File: config.mk
export PLATFORM = sky130hd
export DESIGN_NAME = led_matrix_top
export DESIGN_NICKNAME = d
export VERILOG_FILES = /design/src/led_matrix_pkg.sv /design/src/fb_ram.sv /design/src/fb_arbiter.sv /design/src/cmd_loader.sv /design/src/pixel_fetch.sv /design/src/matrix_scan.sv /design/src/led_matrix_top.sv
export SDC_FILE = /design/constraint.sdc
export NUM_CORES = 1
export LEC_CHECK = 0
export ABC_AREA = 1
export BUFFER_PORTS_ARGS = -buffer_cell sky130_fd_sc_hd__buf_2
export CAP_MARGIN = 20
export CORE_MARGIN = 8
export CORE_UTILIZATION = 30
export DETAILED_ROUTE_END_ITERATION = 8
export GPL_ROUTABILITY_DRIVEN = 0
export GPL_TIMING_DRIVEN = 0
export PLACE_DENSITY_LB_ADDON = 0.2
export SYNTH_ARGS = -nofsm -noshare
export SYNTH_HDL_FRONTEND = slang
export SYNTH_SLANG_ARGS = --single-unit
File: constraint.sdc
create_clock -name clk_root -period 3 [get_ports clk_root]
set_input_delay 0.6 -clock clk_root [delete_from_list [all_inputs] [get_ports clk_root]]
set_output_delay 0.6 -clock clk_root [all_outputs]
set_load 0.02 [all_outputs]
File: src/led_matrix_pkg.sv
// Shared types and constants for the LED matrix driver; referenced by scoped name from each module
package led_matrix_pkg;

	// Address width carried in host commands, modules slice the low bits
	localparam int FB_ADDR_W = 16;

	// Binary code modulation depth
	localparam int PLANES = 6;

	// First byte of every five-byte command
	typedef enum logic [7:0] {
		OP_PIXEL  = 8'h01,
		OP_CONFIG = 8'h02
	} cmd_op_e;

	// Frame buffer word, red in the top bits
	typedef struct packed {
		logic [4:0] red;
		logic [5:0] green;
		logic [4:0] blue;
	} rgb565_t;

	// Display settings word
	// rgb_enable bit 0 is red, bit 1 green, bit 2 blue
	typedef struct packed {
		logic [6:0] spare;
		logic [5:0] brightness_enable;
		logic [2:0] rgb_enable;
	} disp_cfg_t;

	// Command payload, meaning picked by the opcode
	typedef union packed {
		rgb565_t   pixel;
		disp_cfg_t cfg;
	} cmd_payload_u;

	// Loader write request, held until granted
	typedef struct packed {
		logic                 valid;
		logic [FB_ADDR_W-1:0] addr;
		rgb565_t              data;
	} fb_wr_t;

	// Fetch read request, held until granted
	typedef struct packed {
		logic                 valid;
		logic [FB_ADDR_W-1:0] addr;
	} fb_rd_t;

	// Panel pins except the row address
	// rgb bit order matches rgb_enable
	typedef struct packed {
		logic       clk_pixel;
		logic       latch;
		logic       oe_n;
		logic [2:0] rgb_top;
		logic [2:0] rgb_bot;
	} hub75_t;

endpackage

File: src/fb_ram.sv
// Single-port RGB565 frame buffer with registered read, one word per pixel
`timescale 1ns/10ps

module fb_ram #(
	parameter int DEPTH = 64
) (
	input  logic                     clk_root,
	input  logic                     en,
	input  logic                     we,
	input  logic [$clog2(DEPTH)-1:0] addr,
	input  logic [15:0]              wdata,
	output logic [15:0]              rdata
);

	logic [15:0] mem [DEPTH];

	// Read-first, output valid the cycle after en
	always_ff @(posedge clk_root) begin
		if (en) begin
			if (we) begin
				mem[addr] <= wdata;
			end
			rdata <= mem[addr];
		end
	end

endmodule

File: src/fb_arbiter.sv
// Shares the single frame buffer port between pixel fetch reads and loader writes, reads first
`timescale 1ns/10ps

module fb_arbiter #(
	parameter int AW = 6
) (
	input  logic                    clk_root,
	input  logic                    rst_n,
	input  led_matrix_pkg::fb_rd_t  rd_req,
	output logic                    rd_grant,
	input  led_matrix_pkg::fb_wr_t  wr_req,
	output logic                    wr_grant,
	output logic                    mem_en,
	output logic                    mem_we,
	output logic [AW-1:0]           mem_addr,
	output logic [15:0]             mem_wdata,
	input  logic [15:0]             mem_rdata,
	output led_matrix_pkg::rgb565_t rd_data
);

	// Fixed priority, the scan has no slack so reads always win
	assign rd_grant = rd_req.valid;
	assign wr_grant = wr_req.valid && !rd_req.valid;

	// Port steering
	assign mem_en = rd_grant || wr_grant;
	assign mem_we = wr_grant;
	assign mem_addr = rd_grant ? rd_req.addr[AW-1:0] : wr_req.addr[AW-1:0];
	assign mem_wdata = wr_req.data;

	// RAM output register already holds the word a cycle after grant
	assign rd_data = mem_rdata;

	a_grant_onehot: assert property (@(posedge clk_root) disable iff (!rst_n)
		!(rd_grant && wr_grant))
		else $error("read and write granted together");

	// Loader keeps a refused write steady until served
	a_wr_held: assert property (@(posedge clk_root) disable iff (!rst_n)
		wr_req.valid && !wr_grant |=> wr_req.valid && $stable(wr_req))
		else $error("write request changed before grant");

endmodule

File: src/cmd_loader.sv
// Host byte FIFO with credit return and five-byte command parser; feeds frame buffer writes and settings
`timescale 1ns/10ps

module cmd_loader #(
	parameter int FIFO_DEPTH = 4
) (
	input  logic                      clk_root,
	input  logic                      rst_n,
	input  logic                      byte_valid,
	input  logic [7:0]                byte_data,
	output logic                      credit_return,
	output led_matrix_pkg::fb_wr_t    wr_req,
	input  logic                      wr_grant,
	output led_matrix_pkg::disp_cfg_t cfg
);

	localparam int PW = (FIFO_DEPTH > 1) ? $clog2(FIFO_DEPTH) : 1;
	localparam int CNT_W = $clog2(FIFO_DEPTH + 1);

	logic [7:0]                          fifo_mem [FIFO_DEPTH];
	logic [PW-1:0]                       wr_ptr;
	logic [PW-1:0]                       rd_ptr;
	logic [CNT_W-1:0]                    count;
	logic                                full;
	logic                                pop;
	logic [7:0]                          pop_byte;
	logic [2:0]                          byte_cnt;
	logic                                last_byte;
	led_matrix_pkg::cmd_op_e             opcode;
	logic [7:0]                          addr_hi;
	logic [7:0]                          addr_lo;
	logic [7:0]                          pl_hi;
	led_matrix_pkg::cmd_payload_u        payload;
	logic                                wr_valid;
	logic [led_matrix_pkg::FB_ADDR_W-1:0] wr_addr;
	led_matrix_pkg::rgb565_t             wr_data;

	assign full = (count == CNT_W'(FIFO_DEPTH));
	// Parser stalls while a pixel write waits for the memory
	assign pop = (count != '0) && !wr_valid;
	assign pop_byte = fifo_mem[rd_ptr];
	assign last_byte = pop && (byte_cnt == 3'd4);
	// Low payload byte comes straight from the FIFO head
	assign payload = {pl_hi, pop_byte};
	assign wr_req = '{valid: wr_valid, addr: wr_addr, data: wr_data};

	// Byte storage
	always_ff @(posedge clk_root) begin
		if (byte_valid) begin
			fifo_mem[wr_ptr] <= byte_data;
		end
	end

	always_ff @(posedge clk_root) begin
		if (!rst_n) begin
			wr_ptr <= '0;
			rd_ptr <= '0;
			count <= '0;
		end else begin
			if (byte_valid) begin
				wr_ptr <= (wr_ptr == PW'(FIFO_DEPTH - 1)) ? '0 : wr_ptr + 1'b1;
			end
			if (pop) begin
				rd_ptr <= (rd_ptr == PW'(FIFO_DEPTH - 1)) ? '0 : rd_ptr + 1'b1;
			end
			count <= count + CNT_W'(byte_valid) - CNT_W'(pop);
		end
	end

	// Command fields, plain data capture
	always_ff @(posedge clk_root) begin
		if (pop) begin
			case (byte_cnt)
				3'd0: opcode <= led_matrix_pkg::cmd_op_e'(pop_byte);
				3'd1: addr_hi <= pop_byte;
				3'd2: addr_lo <= pop_byte;
				3'd3: pl_hi <= pop_byte;
				default: begin
					wr_addr <= {addr_hi, addr_lo};
					wr_data <= payload.pixel;
				end
			endcase
		end
	end

	// Byte counter, credits, write handshake, settings
	always_ff @(posedge clk_root) begin
		if (!rst_n) begin
			byte_cnt <= '0;
			credit_return <= 1'b0;
			wr_valid <= 1'b0;
			cfg <= '{spare: '0, brightness_enable: '1, rgb_enable: '1};
		end else begin
			// One credit back per byte leaving the FIFO
			credit_return <= pop;
			if (wr_grant) begin
				wr_valid <= 1'b0;
			end
			if (pop) begin
				byte_cnt <= (byte_cnt == 3'd4) ? '0 : byte_cnt + 1'b1;
			end
			if (last_byte && opcode == led_matrix_pkg::OP_PIXEL) begin
				wr_valid <= 1'b1;
			end
			// Unknown opcodes fall through, bytes already consumed
			if (last_byte && opcode == led_matrix_pkg::OP_CONFIG) begin
				cfg <= payload.cfg;
			end
		end
	end

	// Host must hold a credit for every byte it sends
	a_fifo_no_overflow: assert property (@(posedge clk_root) disable iff (!rst_n)
		byte_valid |-> !full)
		else $error("byte FIFO written while full");

endmodule

File: src/pixel_fetch.sv
// Reads the top and bottom pixels of a column and reduces them to bits for the current plane
`timescale 1ns/10ps

module pixel_fetch #(
	parameter int COLS = 8,
	parameter int ROWS = 8
) (
	input  logic                             clk_root,
	input  logic                             rst_n,
	input  logic                             load_start,
	input  logic [((COLS > 1) ? $clog2(COLS) : 1)-1:0]     column,
	input  logic [((ROWS > 2) ? $clog2(ROWS / 2) : 1)-1:0] row,
	input  logic [2:0]                       plane,
	input  led_matrix_pkg::disp_cfg_t        cfg,
	output led_matrix_pkg::fb_rd_t           rd_req,
	input  logic                             rd_grant,
	input  led_matrix_pkg::rgb565_t          rd_data,
	output logic                             pixel_valid,
	output logic [2:0]                       rgb_top,
	output logic [2:0]                       rgb_bot
);

	localparam int AW = led_matrix_pkg::FB_ADDR_W;
	// Bottom half starts this many words later
	localparam logic [AW-1:0] HALF_OFS = AW'((ROWS / 2) * COLS);

	typedef enum logic [1:0] {S_IDLE, S_TOP, S_BOT} state_t;

	state_t                  state;
	logic                    rd_valid;
	logic [AW-1:0]           rd_addr;
	logic [AW-1:0]           top_addr;
	logic [AW-1:0]           bot_addr;
	logic                    cap_top;
	logic                    cap_bot;
	led_matrix_pkg::rgb565_t top_pix;
	led_matrix_pkg::rgb565_t bot_pix;

	// Widen red and blue to six bits, pick the plane bit, mask by settings
	function automatic logic [2:0] plane_bits(
		input led_matrix_pkg::rgb565_t   px,
		input led_matrix_pkg::disp_cfg_t c,
		input logic [2:0]                pl
	);
		logic [5:0] red_w;
		logic [5:0] blue_w;
		logic [2:0] bits;
		red_w = {px.red, px.red[4]};
		blue_w = {px.blue, px.blue[4]};
		bits = {blue_w[pl], px.green[pl], red_w[pl]};
		return bits & c.rgb_enable & {3{c.brightness_enable[pl]}};
	endfunction

	assign top_addr = AW'(row) * AW'(COLS) + AW'(column);
	assign rd_req = '{valid: rd_valid, addr: rd_addr};
	assign rgb_top = plane_bits(top_pix, cfg, plane);
	assign rgb_bot = plane_bits(bot_pix, cfg, plane);

	// Addresses and captured words
	always_ff @(posedge clk_root) begin
		if (state == S_IDLE && load_start) begin
			rd_addr <= top_addr;
			bot_addr <= top_addr + HALF_OFS;
		end
		if (state == S_TOP && rd_grant) begin
			rd_addr <= bot_addr;
		end
		if (cap_top) begin
			top_pix <= rd_data;
		end
		if (cap_bot) begin
			bot_pix <= rd_data;
		end
	end

	always_ff @(posedge clk_root) begin
		if (!rst_n) begin
			state <= S_IDLE;
			rd_valid <= 1'b0;
			cap_top <= 1'b0;
			cap_bot <= 1'b0;
			pixel_valid <= 1'b0;
		end else begin
			// Data arrives the cycle after each grant
			cap_top <= (state == S_TOP) && rd_grant;
			cap_bot <= (state == S_BOT) && rd_grant;
			pixel_valid <= cap_bot;
			case (state)
				S_IDLE: begin
					if (load_start) begin
						rd_valid <= 1'b1;
						state <= S_TOP;
					end
				end
				S_TOP: begin
					if (rd_grant) begin
						state <= S_BOT;
					end
				end
				default: begin
					if (rd_grant) begin
						rd_valid <= 1'b0;
						state <= S_IDLE;
					end
				end
			endcase
		end
	end

endmodule

File: src/matrix_scan.sv
// Panel scan sequencer; walks columns, latches lines and times output enable per brightness plane
`timescale 1ns/10ps

module matrix_scan #(
	parameter int COLS    = 8,
	parameter int ROWS    = 8,
	parameter int OE_BASE = 2
) (
	input  logic                             clk_root,
	input  logic                             rst_n,
	output logic                             load_start,
	output logic [((COLS > 1) ? $clog2(COLS) : 1)-1:0]     column,
	output logic [((ROWS > 2) ? $clog2(ROWS / 2) : 1)-1:0] row,
	output logic [2:0]                       plane,
	input  logic                             pixel_valid,
	input  logic [2:0]                       rgb_top_in,
	input  logic [2:0]                       rgb_bot_in,
	output led_matrix_pkg::hub75_t           panel,
	output logic [((ROWS > 2) ? $clog2(ROWS / 2) : 1)-1:0] row_addr
);

	localparam int CW = (COLS > 1) ? $clog2(COLS) : 1;
	localparam int RW = (ROWS > 2) ? $clog2(ROWS / 2) : 1;
	localparam int OW = $clog2((OE_BASE << (led_matrix_pkg::PLANES - 1)) + 1);

	typedef enum logic [2:0] {S_FETCH, S_WAIT, S_SHIFT, S_LATCH, S_DISPLAY} state_t;

	state_t        state;
	logic [OW-1:0] oe_cnt;
	logic          clk_pixel;
	logic          latch;
	logic          oe_n;
	logic [2:0]    rgb_top;
	logic [2:0]    rgb_bot;

	assign panel = '{clk_pixel: clk_pixel, latch: latch, oe_n: oe_n,
		rgb_top: rgb_top, rgb_bot: rgb_bot};

	// Shift data, taken when the fetcher answers
	always_ff @(posedge clk_root) begin
		if (state == S_WAIT && pixel_valid) begin
			rgb_top <= rgb_top_in;
			rgb_bot <= rgb_bot_in;
		end
	end

	always_ff @(posedge clk_root) begin
		if (!rst_n) begin
			state <= S_FETCH;
			load_start <= 1'b0;
			clk_pixel <= 1'b0;
			latch <= 1'b0;
			oe_n <= 1'b1;
			column <= '0;
			row <= '0;
			plane <= '0;
			row_addr <= '0;
			oe_cnt <= '0;
		end else begin
			load_start <= 1'b0;
			clk_pixel <= 1'b0;
			latch <= 1'b0;
			case (state)
				S_FETCH: begin
					load_start <= 1'b1;
					state <= S_WAIT;
				end
				// Fetch time depends on write traffic
				S_WAIT: begin
					if (pixel_valid) begin
						clk_pixel <= 1'b1;
						state <= S_SHIFT;
					end
				end
				S_SHIFT: begin
					if (column == CW'(COLS - 1)) begin
						column <= '0;
						latch <= 1'b1;
						row_addr <= row;
						state <= S_LATCH;
					end else begin
						column <= column + 1'b1;
						state <= S_FETCH;
					end
				end
				// Weight doubles with each plane
				S_LATCH: begin
					oe_n <= 1'b0;
					oe_cnt <= OW'((OE_BASE << plane) - 1);
					state <= S_DISPLAY;
				end
				default: begin
					if (oe_cnt == '0) begin
						oe_n <= 1'b1;
						state <= S_FETCH;
						if (plane == 3'(led_matrix_pkg::PLANES - 1)) begin
							plane <= '0;
							row <= (row == RW'(ROWS / 2 - 1)) ? '0 : row + 1'b1;
						end else begin
							plane <= plane + 1'b1;
						end
					end else begin
						oe_cnt <= oe_cnt - 1'b1;
					end
				end
			endcase
		end
	end

	// Panel stays dark while a line shifts
	a_dark_while_shift: assert property (@(posedge clk_root) disable iff (!rst_n)
		panel.clk_pixel |-> panel.oe_n)
		else $error("output enabled during pixel shift");

endmodule

File: src/led_matrix_top.sv
// LED matrix driver top level; joins loader, fetch, scan, arbiter and frame buffer, sets sizes
`timescale 1ns/10ps

module led_matrix_top #(
	parameter int COLS       = 8,
	parameter int ROWS       = 8,
	parameter int FIFO_DEPTH = 4,
	parameter int OE_BASE    = 2
) (
	input  logic                   clk_root,
	input  logic                   rst_n,
	input  logic                   byte_valid,
	input  logic [7:0]             byte_data,
	output logic                   credit_return,
	output led_matrix_pkg::hub75_t panel,
	output logic [((ROWS > 2) ? $clog2(ROWS / 2) : 1)-1:0] row_addr
);

	localparam int AW = $clog2(COLS * ROWS);
	localparam int CW = (COLS > 1) ? $clog2(COLS) : 1;
	localparam int RW = (ROWS > 2) ? $clog2(ROWS / 2) : 1;

	led_matrix_pkg::fb_wr_t    wr_req;
	logic                      wr_grant;
	led_matrix_pkg::fb_rd_t    rd_req;
	logic                      rd_grant;
	led_matrix_pkg::rgb565_t   rd_data;
	led_matrix_pkg::disp_cfg_t cfg;
	logic                      mem_en;
	logic                      mem_we;
	logic [AW-1:0]             mem_addr;
	logic [15:0]               mem_wdata;
	logic [15:0]               mem_rdata;
	logic                      load_start;
	logic [CW-1:0]             column;
	logic [RW-1:0]             row;
	logic [2:0]                plane;
	logic                      pixel_valid;
	logic [2:0]                rgb_top;
	logic [2:0]                rgb_bot;

	cmd_loader #(.FIFO_DEPTH(FIFO_DEPTH)) u_cmd_loader (
		.clk_root(clk_root), .rst_n(rst_n),
		.byte_valid(byte_valid), .byte_data(byte_data), .credit_return(credit_return),
		.wr_req(wr_req), .wr_grant(wr_grant), .cfg(cfg)
	);

	fb_arbiter #(.AW(AW)) u_fb_arbiter (
		.clk_root(clk_root), .rst_n(rst_n),
		.rd_req(rd_req), .rd_grant(rd_grant), .wr_req(wr_req), .wr_grant(wr_grant),
		.mem_en(mem_en), .mem_we(mem_we), .mem_addr(mem_addr), .mem_wdata(mem_wdata),
		.mem_rdata(mem_rdata), .rd_data(rd_data)
	);

	fb_ram #(.DEPTH(COLS * ROWS)) u_fb_ram (
		.clk_root(clk_root), .en(mem_en), .we(mem_we), .addr(mem_addr),
		.wdata(mem_wdata), .rdata(mem_rdata)
	);

	matrix_scan #(.COLS(COLS), .ROWS(ROWS), .OE_BASE(OE_BASE)) u_matrix_scan (
		.clk_root(clk_root), .rst_n(rst_n),
		.load_start(load_start), .column(column), .row(row), .plane(plane),
		.pixel_valid(pixel_valid), .rgb_top_in(rgb_top), .rgb_bot_in(rgb_bot),
		.panel(panel), .row_addr(row_addr)
	);

	pixel_fetch #(.COLS(COLS), .ROWS(ROWS)) u_pixel_fetch (
		.clk_root(clk_root), .rst_n(rst_n),
		.load_start(load_start), .column(column), .row(row), .plane(plane), .cfg(cfg),
		.rd_req(rd_req), .rd_grant(rd_grant), .rd_data(rd_data),
		.pixel_valid(pixel_valid), .rgb_top(rgb_top), .rgb_bot(rgb_bot)
	);

endmodule

==> summary.md <==
| Metric | Value |
|---|---|
| Routed WL per cell | `21.6 um` |
| Setup crit end kind | `flop` |
| Ys async rst share | `0%` |
| Post-synthesis net count | `4,922` |
| CP Data Required Time | `3.45 ns` |
| FF+latch count, synth | `1,218` |
| Syn. warnings | `0` |
| Clk slew on worst S/H paths | `0.06 ns` |
| Net switching power | `21.2 mW` |
| Gr ovfl total | `0` |
| Clock tree from TritonCTS | `built` |
| Final Setup Violations | `0` |
| Die Wd | `428 um` |
| DRC | `0` |
| Max-cap violation count | `0` |
| Seq pwr share | `38.4%` |
| Gate power share | `32.7%` |
| Fin. Hold Viols | `0` |
| Startpoint Class | `flop` |
| Die ar. | `183,000 um2` |
| Initial antenna violation count | `6` |
| HPWL Detailed | `114,000 um` |
| Die Y | `428 um` |
| CTS sink cnt | `1,218` |
| Synthesized area | `51,000 um2` |
| Worst slew pin tran | `0.927 ns` |
| DRT iter0 DRCs | `3,357` |
| Syn avg cell area | `10.4 um2` |
| Status | `completed` |
| Final antenna-violating net count | `0` |
| Final period util | `98.1%` |
| Syn-to-layout area delta | `21.1%` |
| Cell area power density | `922 nW/um2` |
| # IOs | `23` |
| CTS Buffer Depth | `3` |
| VDD IR max | `0.499 mV` |
| Clock power frac | `28.9%` |
| Most common flop cell mapped by yosys | `edfxtp_1` |
| Root Driver | `clkbuf_16` |
| Ratio of cells with drive above 1 in the final layout | `12.5%` |
| 1st-pass router iterations | `5` |
| # port buffers | `22` |
| Fin area | `61,700 um2` |
| Vias/cell | `4.71` |
| Fin nets | `5,236` |
| Critical path class | `flop to flop` |
| Num rows | `151` |
| Setup Skew | `0.0404 ns` |
| Dpl cell area | `56,400 um2` |
| Initial Utilization | `30.1%` |
| First-pass GRT wire length | `235,000 um` |
| Vias in the first global route | `34,300` |
| GRT Util Overall | `17.2%` |
| LEAKAGE | `25.1 nW` |
| H-tree depth | `4` |
| Post-synth EDFFs | `1,165` |
| Internal power | `35.7 mW` |
| Unrepaired setup endpoints after global routing | `yes` |
| Pin count of the biggest net entering global routing | `30` |
| CTS Buf Count | `137` |
| Worst EP arrival | `3.39 ns` |
| Sw Share | `37.2%` |
| Synth Instances | `4,891` |
| Fmax | `340 MHz` |
| Distinct cells, synth | `40` |
| Maximum fanout along the worst path | `15` |
| Vias | `35,500` |
| Rel. slew slack | `38.2%` |
| Minimum clock period | `2.94 ns` |
| Seq/Total Area, Yosys | `70.7%` |
| Core ar. | `169,000 um2` |
| Routed WL | `163,000 um` |
| Final Max Slew Viols | `0` |
| Clk Latency, worst-skew pair | `0.78 ns` |
| Min-Delay Path Class | `primary input to flop` |
| Setup TNS | `0 ns` |
==> what timing repair did <==
item,CTS,global route
gates cloned,0,0
resized for setup,114,80
setup buffers,40,0
setup endpoints to repair,1040,375
hold buffers,1,0
endpoints found under the hold margin,4,0
pin swaps,24,1
==> metal layers <==
layer | vias to the layer above | wire length [um] | track usage, %
li1 | 16800 | - | -
met1 | 17200 | 72100 | 23.7
met2 | 1176 | 74600 | 27.9
met3 | 288 | 10300 | 2.68
met4 | 4 | 5470 | 5.68
met5 | - | 21 | 0
==> cells by family after synthesis <==
| logic type | Yosys count | synth area share (%) |
|---|---|---|
| XOR/XNOR | 5 | 0.0859 |
| flip-flops | 1218 | 70.7 |
| AO/OA/AOI/OAI | 101 | 1.30 |
| AND/OR/NAND/NOR | 3199 | 24.4 |
| adder cells (fa/ha/maj) | 20 | 0.506 |
| buffers and inverters | 348 | 2.96 |
==> path summary, 6_finish.rpt <==
check / from / endpoint / slack (ns) / cells after the start
setup / recovery: u_pixel_fetch.rd_valid$_SDFFE_PN0P_ / u_fb_ram.mem[33][9]$_DFFE_PP_ / 0.06 / 9
hold / removal: byte_data[7] / u_cmd_loader.fifo_mem[1][7]$_DFFE_PP_ / 0.06 / 1
setup reg to reg: u_pixel_fetch.rd_valid$_SDFFE_PN0P_ / u_fb_ram.mem[33][9]$_DFFE_PP_ / 0.06 / 9
hold reg to reg: u_cmd_loader.addr_lo[2]$_DFFE_PP_ / u_cmd_loader.wr_addr[2]$_DFFE_PP_ / 0.42 / 0
==> stage by stage <==
stage	std cells	setup WS [ns]	hold WS, ns	total power [mW]	utilization [%]
after global routing	7530	-0.0328	0.0106	59.6	36.5
after detailed placement	7242	-0.777	0.406	40.4	33.4
after global placement	7131	-1.59	0.402	38.8	31.8
after CTS	7528	0.00333	0.00168	57.2	36.4
final	7532	0.0583	0.0635	56.9	36.5
after floorplan	4891	0.399	0.400	31.3	-
==> Yosys cell counts (3+ instances only) <==
| master | n | area [um2] |
|---|---|---|
| o21ai_0 | 23 | 115 |
| clkbuf_1 | 87 | 327 |
| nor3_4 | 7 | 114 |
| ha_1 | 19 | 238 |
| o211ai_1 | 12 | 90.1 |
| a31oi_1 | 9 | 56.3 |
| nor2_1 | 139 | 522 |
| nor3_1 | 4 | 20.0 |
| xor2_1 | 5 | 43.8 |
| buf_1 | 28 | 105 |
| a32o_1 | 8 | 80.1 |
| inv_2 | 11 | 41.3 |
| buf_4 | 11 | 82.6 |
| buf_6 | 3 | 33.8 |
| dfxtp_1 | 53 | 1060 |
| inv_1 | 95 | 357 |
| nand2_1 | 2802 | 10500 |
| a22oi_1 | 10 | 75.1 |
| buf_2 | 110 | 551 |
| edfxtp_1 | 1165 | 35000 |
| a31o_2 | 3 | 26.3 |
| or2_2 | 3 | 18.8 |
| a21oi_1 | 28 | 140 |
| nand3_1 | 232 | 1160 |
| nand2_2 | 4 | 25.0 |
==> registers in the layout, indices dropped and copies added (netlist names), 8 cells and up, named ones only <==
register,cells
u_fb_ram.mem,1024
u_cmd_loader.opcode,8
u_pixel_fetch.bot_pix,16
u_cmd_loader.cfg,9
u_pixel_fetch.top_pix,16
u_fb_ram.rdata,16
u_cmd_loader.wr_req,16
u_cmd_loader.fifo_mem,32
u_cmd_loader.pl_hi,8
==> cell type report <==
| cell class | instances | area, um2 |
|---|---|---|
| Fill cell | 16700 | 107000 |
| Sequential cell | 1218 | 36000 |
| Multi-Input combinational cell | 3325 | 14000 |
| Clock buffer | 164 | 3580 |
| Timing Repair Buffer | 175 | 2920 |
| Tap cell | 2218 | 2780 |
| Buffer | 239 | 1230 |
| Clock inverter | 81 | 758 |
| Inverter | 109 | 412 |
| Antenna cell | 3 | 7.51 |
==> layout by cell type (no fill, tap or decap), drive strengths merged <==
cell type	synthesis	routed
dlygate4sd3	0	1
fa	1	1
or2	5	5
o211a	1	1
a22oi	10	10
a211oi	1	1
o21ai	26	26
clkbuf	87	261
a221oi	1	1
dfxtp	53	53
edfxtp	1165	1165
inv	107	120
nor3	12	12
o211ai	12	12
clkinv	2	58
buf	152	316
nand3	232	232
nor4	2	2
clkinvlp	0	2
o31ai	2	2
xor2	5	5
nand2	2806	2806
bufinv	0	10
diode	0	3
a32o	8	8
a31o	3	3
a21oi	28	28
a31oi	9	9
ha	19	19
nand4	1	1
nor2	141	141
==> power by group through the flow <==
stage / combinational, mW / sequential, mW / clock (mW)
6_report: 18.6 / 21.9 / 16.4
2_1_floorplan: 8.70 / 22.5 / 0
4_1_cts: 18.6 / 21.9 / 16.8
3_3_place_gp: 14.3 / 24.5 / 0
5_1_grt: 20.3 / 21.9 / 17.4
3_5_place_dp: 18.2 / 22.2 / 0
==> critical path, cell delays in order (launching register included) <==
cell and delay, ns:
dfxtp_2 0.38, inv_2 0.07, buf_6 0.14, nand2_1 0.10, nand2_4 0.14, buf_2 0.29, nor2_2 0.44, nand3_4 0.37
nor2_2 0.40, buf_8 0.23
Power figures use the tool's default switching activity.
